**src/rtl/stack_pkg.sv**
```systemverilog
package stack_pkg;

	// ------------------------------------------------------------
	// Default sizes, picked up by the top level and the testbench
	// ------------------------------------------------------------

	// Number of stack entries
	localparam int STACK_DEPTH_DEF = 16;

	localparam int DATA_W_DEF      = 16;    // Payload width in bits

	// ------------------------------------------------------------
	// Error flag behaviour
	// ------------------------------------------------------------

	// ERR_STICKY    -> flag holds from the first bad request until reset
	// ERR_PER_CYCLE -> flag shows only the previous cycle's request
	typedef enum logic
	{
		ERR_STICKY    = 1'b0,
		ERR_PER_CYCLE = 1'b1
	} err_mode_e;

endpackage

```
**src/rtl/stack_ctl.sv**
```systemverilog
`timescale 1ns/1ps

module stack_ctl #(
	parameter int                   DEPTH    = stack_pkg::STACK_DEPTH_DEF,
	parameter stack_pkg::err_mode_e ERR_MODE = stack_pkg::ERR_STICKY,
	// Address width, at least one bit even for a single entry
	localparam int                  ADDR_W   = ($clog2(DEPTH) < 1) ? 1 : $clog2(DEPTH)
) (
	input  logic              clk,
	input  logic              rst_n,        // Async, active low
	input  logic              push_req_n,   // Push request, active low
	input  logic              pop_req_n,    // Pop request, active low
	output logic              we_n,         // RAM write enable, active low
	output logic              rd_en,        // Pop accepted this cycle
	output logic [ADDR_W-1:0] wr_addr,      // Next free slot
	output logic [ADDR_W-1:0] rd_addr,      // Current top of stack
	output logic              empty,
	output logic              full,
	output logic              error
);

	import stack_pkg::*;

	// Pointer must reach DEPTH itself, one more than the top address
	localparam int              SP_W    = $clog2(DEPTH + 1);
	localparam logic [SP_W-1:0] SP_FULL = SP_W'(DEPTH);

	logic [SP_W-1:0] sp;          // Number of stored items
	logic [SP_W-1:0] sp_next;
	logic [SP_W-1:0] sp_dec;      // sp minus one, top entry
	logic            push_ok;     // Push accepted
	logic            pop_ok;      // Pop accepted
	logic            err_cond;    // Bad request this cycle

	// ------------------------------------------------------------
	// Request acceptance
	// ------------------------------------------------------------

	// Push wins over pop when both are low
	assign push_ok = !push_req_n && !full;
	assign pop_ok  = !pop_req_n && push_req_n && !empty;

	assign we_n  = !push_ok;      // Low while a push is taken
	assign rd_en = pop_ok;

	// ------------------------------------------------------------
	// Address generation
	// ------------------------------------------------------------

	// Write goes to the slot just above the top
	assign sp_dec  = sp - SP_W'(1);
	assign wr_addr = sp[ADDR_W-1:0];
	assign rd_addr = sp_dec[ADDR_W-1:0];    // Wraps when empty, rd_en is low then

	// ------------------------------------------------------------
	// Stack pointer and flags
	// ------------------------------------------------------------

	always_comb
	begin
		sp_next = sp;                       // Hold by default
		if (push_ok)
		begin
			sp_next = sp + SP_W'(1);
		end
		else if (pop_ok)
		begin
			sp_next = sp_dec;
		end
	end

	always_ff @(posedge clk or negedge rst_n)
	begin
		if (!rst_n)
		begin
			sp    <= '0;
			empty <= 1'b1;                  // Nothing stored after reset
			full  <= 1'b0;
		end
		else
		begin
			sp    <= sp_next;
			// Flags follow the new count, so they line up with sp
			empty <= (sp_next == '0);
			full  <= (sp_next == SP_FULL);
		end
	end

	// ------------------------------------------------------------
	// Error detection
	// ------------------------------------------------------------

	// Judged against the registered flags, same as acceptance
	// A pop with a push alongside is never an error
	assign err_cond = (!push_req_n && full) ||
	                  (!pop_req_n && push_req_n && empty);

	always_ff @(posedge clk or negedge rst_n)
	begin
		if (!rst_n)
		begin
			error <= 1'b0;
		end
		else if (ERR_MODE == ERR_STICKY)
		begin
			if (err_cond)
			begin
				error <= 1'b1;              // Latches until reset
			end
		end
		else
		begin
			error <= err_cond;              // Last cycle only
		end
	end

endmodule

```
**src/rtl/stack_ram.sv**
```systemverilog
`timescale 1ns/1ps

module stack_ram #(
	parameter int  DEPTH     = stack_pkg::STACK_DEPTH_DEF,
	parameter type payload_t = logic [stack_pkg::DATA_W_DEF-1:0],
	localparam int ADDR_W    = ($clog2(DEPTH) < 1) ? 1 : $clog2(DEPTH)
) (
	input  logic              clk,
	input  logic              rst_n,
	input  logic              we_n,         // Active low
	input  logic [ADDR_W-1:0] wr_addr,
	input  payload_t          wr_data,
	input  logic              rd_en,
	input  logic [ADDR_W-1:0] rd_addr,
	output payload_t          rd_data,      // Valid the cycle after rd_en
	output logic              rd_valid
);

	payload_t mem [DEPTH];        // Storage array

	// ------------------------------------------------------------
	// Write and read ports, both on the rising edge
	// ------------------------------------------------------------

	always_ff @(posedge clk)
	begin
		if (!we_n)
		begin
			mem[wr_addr] <= wr_data;
		end
		if (rd_en)
		begin
			rd_data <= mem[rd_addr];        // Holds between reads
		end
	end

	// Marks the cycle in which rd_data is fresh
	always_ff @(posedge clk or negedge rst_n)
	begin
		if (!rst_n)
		begin
			rd_valid <= 1'b0;
		end
		else
		begin
			rd_valid <= rd_en;
		end
	end

endmodule

```
**src/rtl/stack_pop_stage.sv**
```systemverilog
`timescale 1ns/1ps

module stack_pop_stage #(
	parameter type payload_t = logic [stack_pkg::DATA_W_DEF-1:0]
) (
	input  logic     clk,
	input  logic     rst_n,
	input  payload_t rd_data,     // Word read from the RAM
	input  logic     rd_valid,    // rd_data is fresh
	output payload_t pop_data,
	output logic     pop_valid    // One-cycle pulse per popped word
);

	// ------------------------------------------------------------
	// Output data register
	// ------------------------------------------------------------

	// Only loads on a real read, so the last popped word stays put
	always_ff @(posedge clk)
	begin
		if (rd_valid)
		begin
			pop_data <= rd_data;
		end
	end

	// ------------------------------------------------------------
	// Valid pulse
	// ------------------------------------------------------------

	// Back-to-back reads give back-to-back pulses
	always_ff @(posedge clk or negedge rst_n)
	begin
		if (!rst_n)
		begin
			pop_valid <= 1'b0;
		end
		else
		begin
			pop_valid <= rd_valid;          // Second edge after the pop
		end
	end

endmodule

```
**src/rtl/stack_top.sv**
```systemverilog
`timescale 1ns/1ps

module stack_top #(
	parameter int                   DEPTH    = stack_pkg::STACK_DEPTH_DEF,
	parameter int                   DATA_W   = stack_pkg::DATA_W_DEF,
	parameter stack_pkg::err_mode_e ERR_MODE = stack_pkg::ERR_STICKY
) (
	input  logic              clk,
	input  logic              rst_n,        // Async, active low
	input  logic              push_req_n,
	input  logic              pop_req_n,
	input  logic [DATA_W-1:0] push_data,
	output logic              empty,
	output logic              full,
	output logic              error,
	output logic [DATA_W-1:0] pop_data,
	output logic              pop_valid
);

	// Same width rule as in the controller and the RAM
	localparam int ADDR_W = ($clog2(DEPTH) < 1) ? 1 : $clog2(DEPTH);

	typedef logic [DATA_W-1:0] word_t;      // Payload carried through RAM and pop stage

	logic              we_n;
	logic              rd_en;
	logic [ADDR_W-1:0] wr_addr;
	logic [ADDR_W-1:0] rd_addr;
	word_t             rd_data;
	logic              rd_valid;

	// ------------------------------------------------------------
	// Controller, input side
	// ------------------------------------------------------------

	stack_ctl #(
		.DEPTH    (DEPTH),
		.ERR_MODE (ERR_MODE)
	) u_ctl (
		.clk        (clk),
		.rst_n      (rst_n),
		.push_req_n (push_req_n),
		.pop_req_n  (pop_req_n),
		.we_n       (we_n),
		.rd_en      (rd_en),
		.wr_addr    (wr_addr),
		.rd_addr    (rd_addr),
		.empty      (empty),
		.full       (full),
		.error      (error)
	);

	// ------------------------------------------------------------
	// Storage
	// ------------------------------------------------------------

	stack_ram #(
		.DEPTH     (DEPTH),
		.payload_t (word_t)
	) u_ram (
		.clk      (clk),
		.rst_n    (rst_n),
		.we_n     (we_n),
		.wr_addr  (wr_addr),
		.wr_data  (push_data),              // Straight from the port
		.rd_en    (rd_en),
		.rd_addr  (rd_addr),
		.rd_data  (rd_data),
		.rd_valid (rd_valid)
	);

	// Output register, two edges after the pop
	stack_pop_stage #(
		.payload_t (word_t)
	) u_pop (
		.clk       (clk),
		.rst_n     (rst_n),
		.rd_data   (rd_data),
		.rd_valid  (rd_valid),
		.pop_data  (pop_data),
		.pop_valid (pop_valid)
	);

endmodule

```
**config.mk**
```make
export PLATFORM = sky130hd
export DESIGN_NAME = stack_top
export DESIGN_NICKNAME = d
export VERILOG_FILES = /design/src/rtl/stack_pkg.sv /design/src/rtl/stack_ctl.sv /design/src/rtl/stack_ram.sv /design/src/rtl/stack_pop_stage.sv /design/src/rtl/stack_top.sv
export SDC_FILE = /design/constraint.sdc
export NUM_CORES = 1
export LEC_CHECK = 0
export BUFFER_PORTS_ARGS = -buffer_cell sky130_fd_sc_hd__buf_2
export CAP_MARGIN = 20
export CORE_MARGIN = 3
export CORE_UTILIZATION = 40
export CTS_CLUSTER_DIAMETER = 50
export DETAILED_ROUTE_END_ITERATION = 8
export GPL_ROUTABILITY_DRIVEN = 0
export PLACE_DENSITY = 0.7
export SLEW_MARGIN = 20
export SYNTH_ARGS = -nofsm -noshare
export SYNTH_HDL_FRONTEND = slang
export SYNTH_HIERARCHICAL = 1
export SYNTH_SLANG_ARGS = --single-unit
```
**constraint.sdc**
```tcl
create_clock -name clk -period 3.32 [get_ports clk]
set_clock_uncertainty 0.1 [all_clocks]
set_input_delay 0.83 -clock clk [delete_from_list [all_inputs] [get_ports clk]]
set_output_delay 0.83 -clock clk [all_outputs]
set_load 0.02 [all_outputs]
```
==> results.toml <==
[global_routing]
grt_pass1_vias = 5624
track_usage_pct = 15.5
grt_max_degree = 65
antenna_found_initial = 0
grt_pass1_wl_um = 35600
gr-total-overflow = 0

[drt]
avgViaCountPerCell = 5.53
finalWirelength_um = 23700
drc = 0
drt_pass1_iterations = 5
detail-route-antenna-nets = 0
initialDrtViolationCount = 587
num_vias = 5396
avgRoutedWirePerCell_um = 24.3

[setup_path]
startpoint_type = "flip-flop"
arrival_ps = 2930
regToRegSetupSlack_ps = 580
crit_type = "reg -> reg"
required_ps = 3520
worst_setup_path_end_kind = "flip-flop"
critPathMaxFanout = 19

[clocking]
cts_made_buffers = 30
post_cts.repair.setup_buffers = 0
clk_pin_slew_ps = 60
ctsResizeCount = 0
root_buffer = "clkbuf_16"
worst_skew_pair.late_latency_ps = 560
cts_tree = "built"
ctsHtreeMaxLevel = 1
holdBufCountCts = 0
cts_sinks = 298
clockBufferDepth = 3

[floorplanning]
start_util_pct = 40.8
die_w_um = 175
rows = 61
core-area_sq_mm = 0.0279
ios = 40
die_h_um = 175
dieArea_sq_mm = 0.0306

[synth]
yosysSeqAreaShare_pct = 78.1
synthArstFlopShare_pct = 3.36
synthAdderAreaFrac_pct = 0.220
synth_cells = 506
synth-simple-area-share_pct = 3.05
netlist-cell-type-count = 41
synthMuxAreaShare_pct = 13.3
synth_edf_count = 288
syn_nets = 528
synthDominantCellAreaShare_pct = 75.9
syn_area_sq_mm = 0.0114
synthFlopType = "edfxtp_1"
yosys.area.top_type = "edfxtp_1"
synthTopCellsByArea = "edfxtp_1 (76%), mux4_2 (8.9%), mux4_1 (4.4%)"
synth.avg_cell_area_sq_um = 22.5
synth_compound_area_share_pct = 2.78
synthXorXnorAreaFrac_pct = 0.516
ys_warn_count = 6
synth_seq_cells = 298
synth_top_family_by_area = "multiplexers"

[cells_and_area]
layout-area-overhead-vs-synth_pct = 15.7
mostFrequentLayoutCells = "edfxtp_1 (288), mux4_2 (45), buf_2 (39)"
antenna_cells = 0
stdcell_count = 976
drive_gt1_share_pct = 30.3
final_nets = 597
fillers = 2243
finish.utilization_pct = 47.2
final_common_cell = "edfxtp_1"

[sta]
fin_tns_setup_ps = 0
fin_crit_sh_pct = 82.4
min_period_ps = 2740
hold_viol = 0
slew_headroom_pct = 38.9
postLayoutSetupSlackWorst_ps = 584
setup_viol = 0
slew_viol_final = 0
rsz0062_at_grt = "false"
max_freq_mhz = 365
tightest_slew_ps = 913

[run]
drv_cap = 0

[pwr]
power.leakage_nw = 4.35
ir_drop_v = 0.000459
p_per_area_mw_per_mm2 = 926

[placement]
port_buffers = 39
dp_hpwl_um = 14600
placedCellCount = 921
post-place-ws_ps = 562

[status]
status = "finished, final reports clean"

[min_path]
hold_path_class = "in -> async"
cells in the mapped netlist (2+ instances only):
library cell,n
edfxtp_1,288
mux4_2,45
a22oi_1,32
nand2_1,20
mux4_1,19
nor3_1,13
nor2_1,10
clkbuf_1,9
dfrtp_1,9
buf_6,8
inv_1,6
buf_4,5
nand2b_1,3
nor4_1,3
and2_1,2
buf_2,2
clkbuf_8,2
ha_1,2
nor2b_1,2
nor3b_2,2
o21a_1,2
xnor2_2,2
xor2_1,2
layout make-up:
class	count	area [sq um]	share of cell area, %
multi-input cells	174	2340	17.8
clock buffers	34	766	5.81
repair buffers	65	428	3.24
flip-flops and latches	298	8900	67.5
well taps	378	473	3.59
inverters	6	23.8	0.180
clock inverters	21	256	1.94
sequential cells by signal, summed over array words and instances (netlist names):
| signal | count |
|---|---|
| u_ctl/error | 1 |
| u_ram/mem | 256 |
| u_pop/pop_valid | 1 |
| u_ram/rd_data | 16 |
| u_ctl/empty | 1 |
| u_ctl/sp | 5 |
| u_ram/rd_valid | 1 |
| u_ctl/full | 1 |
| u_pop/pop_data | 16 |
critical path, stage by stage (launching register included):
cell and delay [ps]:
dfrtp_1 500, inv_1 110, ha_1 350, inv_2 370
buf_12 230, mux4_1 370, a22oi_1 350, nand2_1 110
cells by family (layout without fill, tap and decap cells):
kind of cell,after synthesis,count (layout)
mux,64,64
fa+ha+maj,2,2
simple gates,63,63
flops,298,298
compound gates,40,40
buf+inv,34,126
xor+xnor,5,5
per-layer routing:
layer,share of wire [%],track usage (%),wire length [um]
met1,40,21.3,9560
met2,50,25.6,11800
met3,7.5,2.91,1780
met4,2.4,4.42,579
met5,0,0,0
stage by stage:
stage                     instance area, sq um  total power [mW]  hold slack (ps)
final                                    13200              12.2             40.9
after floorplan                          11400              7.66              300
after CTS                                13200              12.3             18.6
after global routing                     13200              12.7             28.1
after detailed placement                 12200              8.83              307
after global placement                   12200              8.74              303
report_power, final:
group	internal (mW)	leakage (nW)	switching (mW)
Sequential	4.76	2.73	0.194
Combinational	1.59	1.12	2.24
Clock	2.05	0.499	1.37
worst paths after layout:
path / startpoint / end / cells past startpoint
min in group clk: u_ram/rd_data[4] / u_pop/pop_data[4] / 0
max: u_ctl/sp[1] / u_ram/rd_data[0] / 7
max in group asynchronous: rst_n / u_ctl/empty / 1
min reg2reg: u_ram/rd_data[4] / u_pop/pop_data[4] / 0
min: rst_n / u_ctl/sp[1] / 1
max reg2reg: u_ctl/sp[1] / u_ram/rd_data[0] / 7
(Power assumes the default switching activity.)
